`config.mk`:
```
export PLATFORM = sky130hd
export DESIGN_NAME = word_mem_ctrl
export DESIGN_NICKNAME = d
export VERILOG_FILES = /design/src/dram_pkg.sv /design/src/word_mem_ctrl.sv
export SDC_FILE = /design/constraint.sdc
export NUM_CORES = 1
export LEC_CHECK = 0
export ABC_CLOCK_PERIOD_IN_PS = 2460
export BUFFER_PORTS_ARGS = -buffer_cell sky130_fd_sc_hd__clkbuf_2
export CAP_MARGIN = 20
export CORE_MARGIN = 2
export CORE_UTILIZATION = 39
export DETAILED_ROUTE_END_ITERATION = 16
export GPL_ROUTABILITY_DRIVEN = 0
export PLACE_DENSITY = 0.75
export RECOVER_POWER = 100
export SYNTH_ARGS = -nofsm -noshare
export SYNTH_HDL_FRONTEND = slang
export SYNTH_SLANG_ARGS = --single-unit
```
`constraint.sdc`:
```
create_clock -name clk -period 2.46 [get_ports clk]
set_clock_uncertainty 0.1 [all_clocks]
set_input_delay 0 -clock clk [delete_from_list [all_inputs] [get_ports clk]]
set_output_delay 0 -clock clk [all_outputs]
set_load 0.02 [all_outputs]
```
`src/dram_pkg.sv`:
```
// shared widths, access size and command encodings
// request, response and word command structs

package dram_pkg;

    typedef logic [31:0] byte_addr_t;
    typedef logic [31:0] data_t;
    typedef logic [3:0]  byte_mask_t;   // one enable per byte lane

    // same encoding as funct3[1:0] of loads and stores
    typedef enum logic [1:0] {
        SIZE_BYTE = 2'd0,
        SIZE_HALF = 2'd1,
        SIZE_WORD = 2'd2
    } access_size_e;

    typedef enum logic [1:0] {
        CMD_READ    = 2'd0,
        CMD_WRITE   = 2'd1,
        CMD_REFRESH = 2'd2
    } cmd_kind_e;

    typedef struct packed {
        logic         is_store;
        access_size_e size;
        logic         is_unsigned;  // zero-extend on load
        byte_addr_t   addr;
        data_t        wdata;
    } mem_req_t;

    typedef struct packed {
        data_t rdata;
        logic  is_store;    // store ack, rdata unused
    } mem_rsp_t;

    typedef struct packed {
        cmd_kind_e  kind;
        byte_addr_t word_addr;  // low 2 bits zero
        data_t      wdata;
        byte_mask_t mask;
    } word_cmd_t;

endpackage

```
`src/word_mem_ctrl.sv`:
```
// word memory controller model
// init wait, access latency and refresh busy time, storage port driver

`timescale 1ns/100ps

module word_mem_ctrl #(
    parameter int MEM_AW         = 8,
    parameter int INIT_CYCLES    = 20,
    parameter int ACCESS_CYCLES  = 3,   // at least 3, covers RAM read latency
    parameter int REFRESH_CYCLES = 6
) (
    input  logic                clk,
    input  logic                i_reset,
    input  logic                i_cmd_valid,
    output logic                o_cmd_ready,
    input  dram_pkg::word_cmd_t i_cmd,
    output logic                o_rd_valid,
    output dram_pkg::data_t     o_rd_data,
    output logic                o_init_done,
    output logic                o_st_en,
    output logic                o_st_we,
    output logic [MEM_AW-1:0]   o_st_addr,
    output dram_pkg::data_t     o_st_wdata,
    output dram_pkg::byte_mask_t o_st_mask,
    input  dram_pkg::data_t     i_st_rdata
);
    import dram_pkg::*;

    localparam int CNT_W = $clog2(INIT_CYCLES + ACCESS_CYCLES + REFRESH_CYCLES + 1);

    typedef enum logic [1:0] {
        ST_INIT,
        ST_READY,
        ST_BUSY
    } state_e;

    state_e           state;
    logic [CNT_W-1:0] cnt;         // cycles left in current phase
    logic             op_read_q;   // busy period belongs to a read
    logic             accept;

    assign o_cmd_ready = (state == ST_READY);
    assign accept      = o_cmd_ready && i_cmd_valid;

    always_ff @(posedge clk) begin
        if (i_reset) begin
            state       <= ST_INIT;
            cnt         <= CNT_W'(INIT_CYCLES - 1);
            o_init_done <= 1'b0;
            op_read_q   <= 1'b0;
            o_rd_valid  <= 1'b0;
            o_st_en     <= 1'b0;
            o_st_we     <= 1'b0;
        end else begin
            o_rd_valid <= 1'b0;
            o_st_en    <= 1'b0;
            o_st_we    <= 1'b0;
            case (state)
                ST_INIT: begin
                    if (cnt == '0) begin
                        o_init_done <= 1'b1;
                        state       <= ST_READY;
                    end else begin
                        cnt <= cnt - 1'b1;
                    end
                end
                ST_READY: begin
                    if (accept) begin
                        state     <= ST_BUSY;
                        op_read_q <= (i_cmd.kind == CMD_READ);
                        if (i_cmd.kind == CMD_REFRESH) begin
                            cnt <= CNT_W'(REFRESH_CYCLES - 1);  // no storage access
                        end else begin
                            cnt     <= CNT_W'(ACCESS_CYCLES - 1);
                            o_st_en <= 1'b1;
                            o_st_we <= (i_cmd.kind == CMD_WRITE);
                        end
                    end
                end
                ST_BUSY: begin
                    // read data is out of the RAM by now
                    if (cnt == CNT_W'(1) && op_read_q) begin
                        o_rd_valid <= 1'b1;
                    end
                    if (cnt == '0) begin
                        state <= ST_READY;
                    end else begin
                        cnt <= cnt - 1'b1;
                    end
                end
                default: state <= ST_INIT;
            endcase
        end
    end

    always_ff @(posedge clk) begin
        if (accept) begin
            o_st_addr  <= i_cmd.word_addr[MEM_AW+1:2];
            o_st_wdata <= i_cmd.wdata;
            o_st_mask  <= i_cmd.mask;
        end
        if (state == ST_BUSY && cnt == CNT_W'(1) && op_read_q) begin
            o_rd_data <= i_st_rdata;
        end
    end

endmodule

```
==> results.py <==
metrics = {
    "cells_and_area": {
        "n_fill_cell": 580,
        "fin_nets": 497,
        "multi_input_area_um2": 284,
        "fin_cells": 494,
        "register_area_um2": 2520,
        "final_util_pct": 65.6,
        "area_growth_syn_to_layout_pct": 65.1,
        "stdcell_area_um2": 4680,
        "drive_gt1_share_pct": 25.1,
        "insertedDiodeCount": 0,
    },
    "global_routing": {
        "grt_pass1_wl_um": 10100,
        "grt_pass1_vias": 2188,
        "grt_max_degree": 46,
        "antenna_found_initial": 0,
        "grt_usage_pct": 17.3,
        "overflow": 0,
    },
    "power": {
        "powerDensity_nw_per_um2": 588,
        "comb_power_share_pct": 7.4,
        "peakVddDrop_mv": 0.320,
        "clock_power_share_pct": 33.4,
        "p_switching_mw": 0.605,
        "switching_share_pct": 21.9,
        "power_frac_seq_pct": 59.3,
        "power_mw": 2.76,
        "leakagePower_nw": 1.77,
        "p_int_mw": 2.15,
    },
    "routing": {
        "viasPerCell": 4.43,
        "ant_nets": 0,
        "vias": 2186,
        "drtIter0Drc": 81,
        "dr.pass1.iters": 4,
        "routed_wl_um": 7340,
        "wl_per_cell_um": 14.8,
        "drc": 0,
    },
    "critical_path": {
        "startpoint_type": "register",
        "critPathRequiredTime_ps": 2650,
        "critPathCaptureType": "register",
        "critical_path.max_fanout": 14,
        "worstPathArrival_ps": 2510,
        "critical_path_class": "register to register",
    },
    "sta": {
        "finalSetupTns_ps": 0,
        "slew_violations": 0,
        "max_freq_mhz": 431,
        "finalCritPeriodShare_pct": 94.3,
        "worst_pin_slew_ps": 825,
        "hold_violations": 0,
        "finalSetupViolCount": 0,
        "slew_headroom_pct": 44.2,
        "rsz0062_at_grt": "no",
        "period_needed_ps": 2320,
    },
    "synth": {
        "synth_nets": 241,
        "ys_seq_elements": 88,
        "seq_area_frac_synth_pct": 88.9,
        "synth.avg_cell_area_um2": 21.2,
        "synth_warnings": 0,
        "synth_area_um2": 2840,
        "netlist_instances": 134,
        "yosysUniqueCellTypes": 30,
    },
    "place": {
        "dpl_cell_area_um2": 3790,
        "dp.cells": 395,
        "dp_hpwl_um": 4370,
        "io_buffers": 161,
    },
    "clock_tree": {
        "cts_max_path_buffers": 2,
        "clk_transition_reported_paths_ps": 100,
        "clock_latency_ps": 350,
        "htree_levels": 3,
        "cts_tree": "done",
        "clk_root_buffer_cell": "clkbuf_8",
        "cts.sinks": 88,
        "numCtsBuffers": 9,
    },
    "die": {
        "std_cell_rows": 31,
        "dieHeight_um": 89.3,
        "die_x_um": 89.3,
        "die-area_um2": 7970,
        "core_area_um2": 7140,
        "top_level_ports": 186,
        "start_util_pct": 39.8,
    },
    "outcome": {
        "status": "finished, final reports clean",
    },
    "min_path": {
        "hold_class": "input port to register",
    },
    "flow_run": {
        "cap_viol_max_count": 0,
    },
}
[metrics by stage]
step | hold slack [ps] | setup WS, ps
6_report | 258 | 140
5_1_grt | 244 | 42.4
4_1_cts | 237 | 158
3_5_place_dp | 78.6 | 499
3_3_place_gp | 76.9 | 555
2_1_floorplan | -28.4 | 342
[state kept, by name (all words and copies together) (netlist names)]
register,count
o_st_mask,4
o_st_addr,8
state,2
o_rd_data,32
o_st_we,1
o_rd_valid,1
o_st_en,1
o_init_done,1
o_st_wdata,32
op_read_q,1
cnt,5
[area by class of cell]
type	count	share of cell area (%)
Multi-Input combinational cell	39	6.06
Sequential cell	88	53.8
Clock inverter	6	1.15
Tap cell	99	2.64
Timing Repair Buffer	247	33.2
Inverter	5	0.401
Clock buffer	10	2.72
[power by group through the flow]
| stage | Clock, mW | Sequential [mW] | Combinational, mW |
|---|---|---|---|
| after detailed placement | 0 | 1.67 | 0.100 |
| after global routing | 1.01 | 1.63 | 0.221 |
| after global placement | 0 | 1.67 | 0.0941 |
| after floorplan | 0 | 1.67 | 0.0268 |
| after CTS | 0.935 | 1.63 | 0.202 |
| final | 0.919 | 1.63 | 0.203 |
[worst max-delay path: stages, from the launching register on]
cell and delay (ps):
dfxtp_1 630, nand3b_1 390, or3_1 410, a21oi_1 160, dlygate4sd3_1 560
[placed cells by master, fill, tap and decap left out, types with 4 or more instances in the layout]
cell and count:
clkbuf_1 83, dlygate4sd3_1 83, nor2b_1 4, clkbuf_8 9, inv_1 4, dfxtp_1 12
clkbuf_2 80, nor2_1 5, edfxtp_1 76
[per-layer routing]
layer	GRT usage [%]	up-vias	wire length [um]	share of wire (%)
met5	0	-	0	0
met4	5.43	0	119	1.6
met3	5.63	10	502	6.8
met2	34.1	85	4120	56
met1	16.8	1055	2590	35
li1	-	1036	-	-
[Yosys cell counts]
master	n	area share (%)
a211oi_1	1	0.26
a211oi_2	1	0.44
a21oi_1	1	0.18
a22oi_1	1	0.26
a31o_2	1	0.31
a31oi_1	1	0.22
and4_1	1	0.31
buf_1	1	0.13
clkbuf_1	1	0.13
dfxtp_1	12	8.5
edfxtp_1	76	80
ha_1	2	0.88
inv_1	5	0.66
mux2i_1	3	1.1
nand2_1	1	0.13
nand3b_1	1	0.26
nand4b_1	1	0.31
nor2_1	5	0.66
nor2b_1	4	0.88
nor3_1	1	0.18
nor4_1	1	0.22
nor4b_1	2	0.62
o211ai_1	1	0.26
o21a_1	1	0.26
o31a_1	1	0.31
o31ai_1	3	0.79
or3_1	2	0.44
or4_1	1	0.26
or4b_2	1	0.35
xor2_1	1	0.31
[cells by family after synthesis]
logic type	Yosys count	synth area share [%]
and+or+nand+nor	21	4.63
xor gates and xnor gates	1	0.309
muxes	3	1.06
DFF	88	88.9
adders and majority gates	2	0.882
buffers and inverters	7	0.926
AOI/OAI and AO/OA	12	3.31
[final timing paths]
path	from	to	slack [ps]	depth (start not counted)
setup / recovery	state[0]	op_read_q	140	4
hold / removal	i_st_rdata[18]	o_rd_data[18]	260	2
hold reg to reg	o_init_done	o_init_done	380	2
setup reg to reg	state[0]	op_read_q	140	4
[timing repair]
item / CTS / global route
hold buffers: 83 / 0
buffers inserted: 0 / 0
gates resized for setup: 0 / 0
endpoints found under the hold margin: 86 / 0
Note: power is estimated with default switching activity, not from simulation.
