===== config.mk =====
export PLATFORM = sky130hd
export DESIGN_NAME = mem_access_seq
export DESIGN_NICKNAME = d
export VERILOG_FILES = /design/src/dram_pkg.sv /design/src/mem_access_seq.sv
export SDC_FILE = /design/constraint.sdc
export NUM_CORES = 1
export LEC_CHECK = 0
export BUFFER_PORTS_ARGS = -buffer_cell sky130_fd_sc_hd__buf_2
export CAP_MARGIN = 10
export CORE_ASPECT_RATIO = 1.5
export CORE_MARGIN = 4
export CORE_UTILIZATION = 30
export CTS_CLUSTER_DIAMETER = 30
export DETAILED_ROUTE_END_ITERATION = 7
export GPL_ROUTABILITY_DRIVEN = 0
export PLACE_DENSITY_LB_ADDON = 0.15
export SLEW_MARGIN = 5
export SYNTH_ARGS = -nofsm -noshare
export SYNTH_HDL_FRONTEND = slang
export SYNTH_SLANG_ARGS = --single-unit

===== constraint.sdc =====
create_clock -name clk -period 5.3 [get_ports clk]
set_input_delay 0.53 -clock clk [delete_from_list [all_inputs] [get_ports clk]]
set_output_delay 0.53 -clock clk [all_outputs]
set_load 0.01 [all_outputs]

===== src/dram_pkg.sv =====
// shared widths, access size and command encodings
// request, response and word command structs

package dram_pkg;

    typedef logic [31:0] byte_addr_t;
    typedef logic [31:0] data_t;
    typedef logic [3:0]  byte_mask_t;   // one enable per byte lane

    // same encoding as funct3[1:0] of loads and stores
    typedef enum logic [1:0] {
        SIZE_BYTE = 2'd0,
        SIZE_HALF = 2'd1,
        SIZE_WORD = 2'd2
    } access_size_e;

    typedef enum logic [1:0] {
        CMD_READ    = 2'd0,
        CMD_WRITE   = 2'd1,
        CMD_REFRESH = 2'd2
    } cmd_kind_e;

    typedef struct packed {
        logic         is_store;
        access_size_e size;
        logic         is_unsigned;  // zero-extend on load
        byte_addr_t   addr;
        data_t        wdata;
    } mem_req_t;

    typedef struct packed {
        data_t rdata;
        logic  is_store;    // store ack, rdata unused
    } mem_rsp_t;

    typedef struct packed {
        cmd_kind_e  kind;
        byte_addr_t word_addr;  // low 2 bits zero
        data_t      wdata;
        byte_mask_t mask;
    } word_cmd_t;

endpackage


===== src/mem_access_seq.sv =====
// load/store sequencer for byte addressed accesses on word memory
// splits unaligned accesses, merges and extends loads, schedules refresh

`timescale 1ns/100ps

module mem_access_seq #(
    parameter int REFRESH_ACCESSES = 16
) (
    input  logic               clk,
    input  logic               i_reset,
    input  logic               i_req_valid,
    output logic               o_req_ready,
    input  dram_pkg::mem_req_t i_req,
    output logic               o_rsp_valid,
    input  logic               i_rsp_ready,
    output dram_pkg::mem_rsp_t o_rsp,
    input  logic               i_refresh_req,
    input  logic               i_init_done,
    output logic               o_cmd_valid,
    input  logic               i_cmd_ready,
    output dram_pkg::word_cmd_t o_cmd,
    input  logic               i_rd_valid,
    input  dram_pkg::data_t    i_rd_data
);
    import dram_pkg::*;

    localparam int CNT_W = $clog2(REFRESH_ACCESSES + 1);

    typedef enum logic [2:0] {
        ST_IDLE,
        ST_REFRESH,
        ST_FIRST,
        ST_WAIT1,
        ST_SECOND,
        ST_WAIT2,
        ST_RESP
    } state_e;

    state_e           state;
    logic [CNT_W-1:0] acc_cnt;     // requests since last refresh
    mem_req_t         req_q;
    data_t            rd_lo;
    data_t            rd_hi;

    logic       refresh_pending;
    logic [1:0] off;
    byte_mask_t size_mask;
    data_t      size_bits;
    data_t      wdata_sized;
    logic [7:0] mask8;          // lane mask over two words
    logic [63:0] wdata64;
    logic [63:0] rdata64;
    data_t      rdata_ext;
    logic       need_second;

    assign refresh_pending = (acc_cnt >= CNT_W'(REFRESH_ACCESSES)) || i_refresh_req;
    assign off             = req_q.addr[1:0];

    always_comb begin
        case (req_q.size)
            SIZE_BYTE: size_mask = 4'b0001;
            SIZE_HALF: size_mask = 4'b0011;
            default:   size_mask = 4'b1111;
        endcase
        for (int i = 0; i < 4; i++) begin
            size_bits[8*i +: 8] = {8{size_mask[i]}};
        end
    end

    assign wdata_sized = req_q.wdata & size_bits;
    assign mask8       = {4'b0000, size_mask} << off;
    assign wdata64     = {32'b0, wdata_sized} << {off, 3'b000};
    assign need_second = |mask8[7:4];  // access crosses into next word

    // merge both words, then extend per size
    assign rdata64 = {rd_hi, rd_lo} >> {off, 3'b000};

    always_comb begin
        case (req_q.size)
            SIZE_BYTE: rdata_ext = req_q.is_unsigned ? {24'b0, rdata64[7:0]}
                                                     : {{24{rdata64[7]}}, rdata64[7:0]};
            SIZE_HALF: rdata_ext = req_q.is_unsigned ? {16'b0, rdata64[15:0]}
                                                     : {{16{rdata64[15]}}, rdata64[15:0]};
            default:   rdata_ext = rdata64[31:0];
        endcase
    end

    // command port
    always_comb begin
        o_cmd_valid = (state == ST_REFRESH) || (state == ST_FIRST) || (state == ST_SECOND);
        o_cmd.kind  = req_q.is_store ? CMD_WRITE : CMD_READ;
        if (state == ST_REFRESH) begin
            o_cmd.kind = CMD_REFRESH;
        end
        if (state == ST_SECOND) begin
            o_cmd.word_addr = {req_q.addr[31:2], 2'b00} + 32'd4;
            o_cmd.wdata     = wdata64[63:32];
            o_cmd.mask      = mask8[7:4];
        end else begin
            o_cmd.word_addr = {req_q.addr[31:2], 2'b00};
            o_cmd.wdata     = wdata64[31:0];
            o_cmd.mask      = mask8[3:0];
        end
    end

    assign o_req_ready    = (state == ST_IDLE) && i_init_done && !refresh_pending;
    assign o_rsp_valid    = (state == ST_RESP);
    assign o_rsp.rdata    = req_q.is_store ? 32'b0 : rdata_ext;
    assign o_rsp.is_store = req_q.is_store;

    always_ff @(posedge clk) begin
        if (i_reset) begin
            state   <= ST_IDLE;
            acc_cnt <= '0;
        end else begin
            case (state)
                ST_IDLE: begin
                    if (i_init_done) begin
                        if (refresh_pending) begin
                            state <= ST_REFRESH;    // refresh goes before next request
                        end else if (i_req_valid) begin
                            acc_cnt <= acc_cnt + 1'b1;
                            state   <= ST_FIRST;
                        end
                    end
                end
                ST_REFRESH: begin
                    if (i_cmd_ready) begin
                        acc_cnt <= '0;
                        state   <= ST_IDLE;
                    end
                end
                ST_FIRST: begin
                    if (i_cmd_ready) begin
                        if (!req_q.is_store) begin
                            state <= ST_WAIT1;
                        end else begin
                            state <= need_second ? ST_SECOND : ST_RESP;
                        end
                    end
                end
                ST_WAIT1: begin
                    if (i_rd_valid) begin
                        state <= need_second ? ST_SECOND : ST_RESP;
                    end
                end
                ST_SECOND: begin
                    if (i_cmd_ready) begin
                        state <= req_q.is_store ? ST_RESP : ST_WAIT2;
                    end
                end
                ST_WAIT2: begin
                    if (i_rd_valid) begin
                        state <= ST_RESP;
                    end
                end
                ST_RESP: begin
                    if (i_rsp_ready) begin
                        state <= ST_IDLE;
                    end
                end
                default: state <= ST_IDLE;
            endcase
        end
    end

    // request and read words
    always_ff @(posedge clk) begin
        if (o_req_ready && i_req_valid) begin
            req_q <= i_req;
        end
        if (state == ST_WAIT1 && i_rd_valid) begin
            rd_lo <= i_rd_data;
        end
        if (state == ST_WAIT2 && i_rd_valid) begin
            rd_hi <= i_rd_data;
        end
    end

endmodule


==> results.sh <==
export IMPL_status="finished clean"
export IMPL_crit_chain="inv_2, nor3_1, a22oi_1, o21ai_0, buf_2"
export IMPL_slew_violations=0
export IMPL_hpwlAfterDp_um=16100
export IMPL_hp_class="in -> reg"
export IMPL_fp_dieW_um=134
export IMPL_vdd_drop_max_mv=0.284
export IMPL_reg2regPathDepth=3
export IMPL_clockRootBuffer="clkbuf_16"
export IMPL_ys_warn_count=0
export IMPL_synth_cell_types=55
export IMPL_grt_overflow=0
export IMPL_cp_data_arrival_time_ps=3430
export IMPL_numCtsBuffers=17
export IMPL_worstMarginPinSlew_ps=1190
export IMPL_p_clk_frac=0.374
export IMPL_cp_required_ps=4770
export IMPL_grt_total_usage=0.164
export IMPL_synth_avg_cell_area_um2=12.2
export IMPL_setup_violations=0
export IMPL_cts_resized_gates=0
export IMPL_internal_power_mw=2.18
export IMPL_cts_htree_levels=4
export IMPL_grt_pass1_vias=5940
export IMPL_n_fill_cell=2312
export IMPL_timing_hold_ws_ps=279
export IMPL_holdPathStages=1
export IMPL_finalHoldViolCount=0
export IMPL_worstSetupPathType="reg -> out"
export IMPL_rsz0062_at_grt="no"
export IMPL_grt_pass1_wl_um=33000
export IMPL_top_level_ports=214
export IMPL_synth_ff_type="edfxtp_1"
export IMPL_multi_input_area_um2=2940
export IMPL_ctsHoldBuffers=0
export IMPL_synth_edf_count=124
export IMPL_synthCells=580
export IMPL_antenna_found_initial=1
export IMPL_r2r_start="state[1]"
export IMPL_fin_crit_ps=3960
export IMPL_drv_cap=0
export IMPL_io_buffers=211
export IMPL_power_density_nw_per_um2=345
export IMPL_syn_to_final_growth_pct=26.5
export IMPL_grt_start_max_net_pins=69
export IMPL_seqPwrFrac=0.431
export IMPL_fp_dieH_um=196
export IMPL_vias=5564
export IMPL_cts_tree="built"
export IMPL_wl_um=21600
export IMPL_ff_latch_area_um2=3880
export IMPL_cpPeakStageDelay_ps=1040
export IMPL_critPathSlowestCell="edfxtp_1"
export IMPL_start_util=0.307
export IMPL_num_rows=68
export IMPL_num_nets_final=885
export IMPL_clk_latency_ps=420
export IMPL_ys_seq_elements=132
export IMPL_clock_skew_ps=6.64
export IMPL_p_sw_frac=0.295
export IMPL_detail_route_iter0_violations=210
export IMPL_ys_seq_area_frac=0.547
export IMPL_clock_sinks=132
export IMPL_post_cts_setup_buffer_count=0
export IMPL_finalCritPeriodShare=0.746
export IMPL_diodes=0
export IMPL_cp_max_fo=31
export IMPL_postRouteAntennaNets=0
export IMPL_dieArea_um2=26300
export IMPL_hold_start="i_req[58]"
export IMPL_core_area_um2=23100
export IMPL_combPwrFrac=0.195
export IMPL_netlist_area_um2=7100
export IMPL_wl_per_cell_um=19.6
export IMPL_p_leak_nw=3.47
export IMPL_viasPerCell=5.04
export IMPL_tns_ps=0
export IMPL_rrSetupSlack_ps=3030
export IMPL_drive_above_1_share=0.381
export IMPL_slew_headroom=0.200
export IMPL_endpoint_kind="output port"
export IMPL_fmax_mhz=253
export IMPL_switchingPower_mw=0.915
export IMPL_hold_end="req_q[58]"
export IMPL_r2r_end="req_q[13]"
export IMPL_clk_path_buf_depth=2
export IMPL_async_flop_share=0
export IMPL_dr_pass1_iters=5
export IMPL_clk_pin_slew_ps=60
export IMPL_drc_errors=0
export IMPL_critPathLaunchType="flop"
registers in the layout (all words and copies together), names as in the netlist:
register / cells
rd_hi: 24
off: 2
req_q: 65
rd_lo: 32
o_rsp: 1
acc_cnt: 5
state: 3
cell type report:
cell class / count / area share
clock buffers: 17 / 0.0473
clock inverters: 15 / 0.0175
inverters: 23 / 0.00961
multi-input cells: 385 / 0.328
flip-flops and latches: 132 / 0.432
well taps: 315 / 0.0439
repair buffers: 216 / 0.122
critical path, delay by kind of cell, from the launching register on:
family	cells	cell delay, ps
simple gates	1	1040
compound gates	2	350
flops	1	1040
buf+inv	2	570
layout by cell type (no fill, tap or decap), types with 3 or more instances in the layout:
cell type     n
a21oi_1      27
a221o_1       9
a22oi_1      15
and2_1        5
and3_1        7
and4_1        6
buf_2       211
buf_4         5
clkbuf_16    17
clkinvlp_4    6
dfxtp_1       8
edfxtp_1    124
inv_1        21
inv_6         3
mux2_2       10
mux2i_1      17
mux4_2       29
nand2_1      33
nand3_1      26
nand4_1       7
nor2_1       32
nor2b_1      10
nor3_1       21
nor3_2        4
nor4_1        3
o21ai_0      44
o31ai_1       8
or3_1         4
xnor2_1      19
xor2_1       13
power by group through the flow:
stage | combinational (mW) | sequential [mW] | clock, mW
final | 0.605 | 1.33 | 1.16
after global routing | 0.661 | 1.35 | 1.25
after CTS | 0.611 | 1.33 | 1.19
after detailed placement | 0.608 | 1.36 | 0
after global placement | 0.603 | 1.35 | 0
after floorplan | 0.436 | 1.28 | 0
cells by family (layout without fill, tap and decap cells):
logic type,Yosys count,in the layout,share of synthesized area
AND/OR/NAND/NOR,179,179,0.139
AO/OA/AOI/OAI,114,114,0.0983
buffers and inverters,64,271,0.0410
XOR/XNOR,32,32,0.0395
multiplexers,56,56,0.132
other,1,2,0.000528
flip-flops,132,132,0.547
adder cells (fa/ha/maj),2,2,0.00352
cell usage after synthesis, types with 2 or more instances:
cell      count  share of area
nand4_1       7         0.0062
nor3b_1       3         0.0032
a221oi_1      2         0.0025
mux4_2       29          0.092
inv_1        21          0.011
nand4b_1      2         0.0025
a221o_1       9          0.013
nor2_1       32          0.017
a211oi_1      2         0.0021
mux2_2       10          0.016
nand2_1      33          0.017
a21oi_1      27          0.019
xnor2_1      19          0.023
nor3_2        3         0.0042
ha_1          2         0.0035
xor2_1       13          0.016
o31ai_1       8         0.0085
nor4bb_1      2         0.0028
a22oi_1      15          0.016
o21ai_1       2         0.0014
dfxtp_1       8          0.023
and4_1        6         0.0074
or3_1         4         0.0035
clkbuf_1     21          0.011
and3_1        7         0.0062
o21ai_0      44          0.031
nand3_1      26          0.018
nor4_1        3         0.0026
nor2b_1      10         0.0088
or2_2         2         0.0018
buf_4         8         0.0085
nor3_1       22          0.016
buf_2        11         0.0078
edfxtp_1    124           0.52
nand2b_1      2         0.0018
mux2i_1      17          0.024
and2_1        6         0.0053
metrics by stage:
step,worst slack [ps],instance area [µm²],instances,total power [mW],util
CTS,1370,8980,1103,3.14,0.388
floorplan,1540,7110,581,1.72,-
finish,1340,8980,1103,3.10,0.388
detailed placement,1840,8400,1071,1.96,0.363
global route,1160,8980,1103,3.26,0.388
global placement,1960,8400,1071,1.96,0.363
worst max-delay path by stage:
stage / start / to / slack [ps] / depth (start not counted)
finish: off[1] / o_cmd[20] / 1340 / 5
global route: off[1] / o_cmd[20] / 1160 / 5
CTS: off[1] / o_cmd[20] / 1370 / 5
detailed placement: off[1] / o_cmd[20] / 1840 / 5
global placement: off[1] / o_cmd[20] / 1960 / 5
floorplan: state[0] / rd_lo[0] / 1540 / 4
per-layer routing:
| metal | wire length (µm) | global-route usage | up-vias |
|---|---|---|---|
| li1 | - | - | 2616 |
| met1 | 8580 | 0.188 | 2705 |
| met2 | 11100 | 0.288 | 212 |
| met3 | 1450 | 0.0470 | 29 |
| met4 | 438 | 0.0625 | 2 |
| met5 | 7 | 0 | - |
Power figures use the tool's default switching activity.
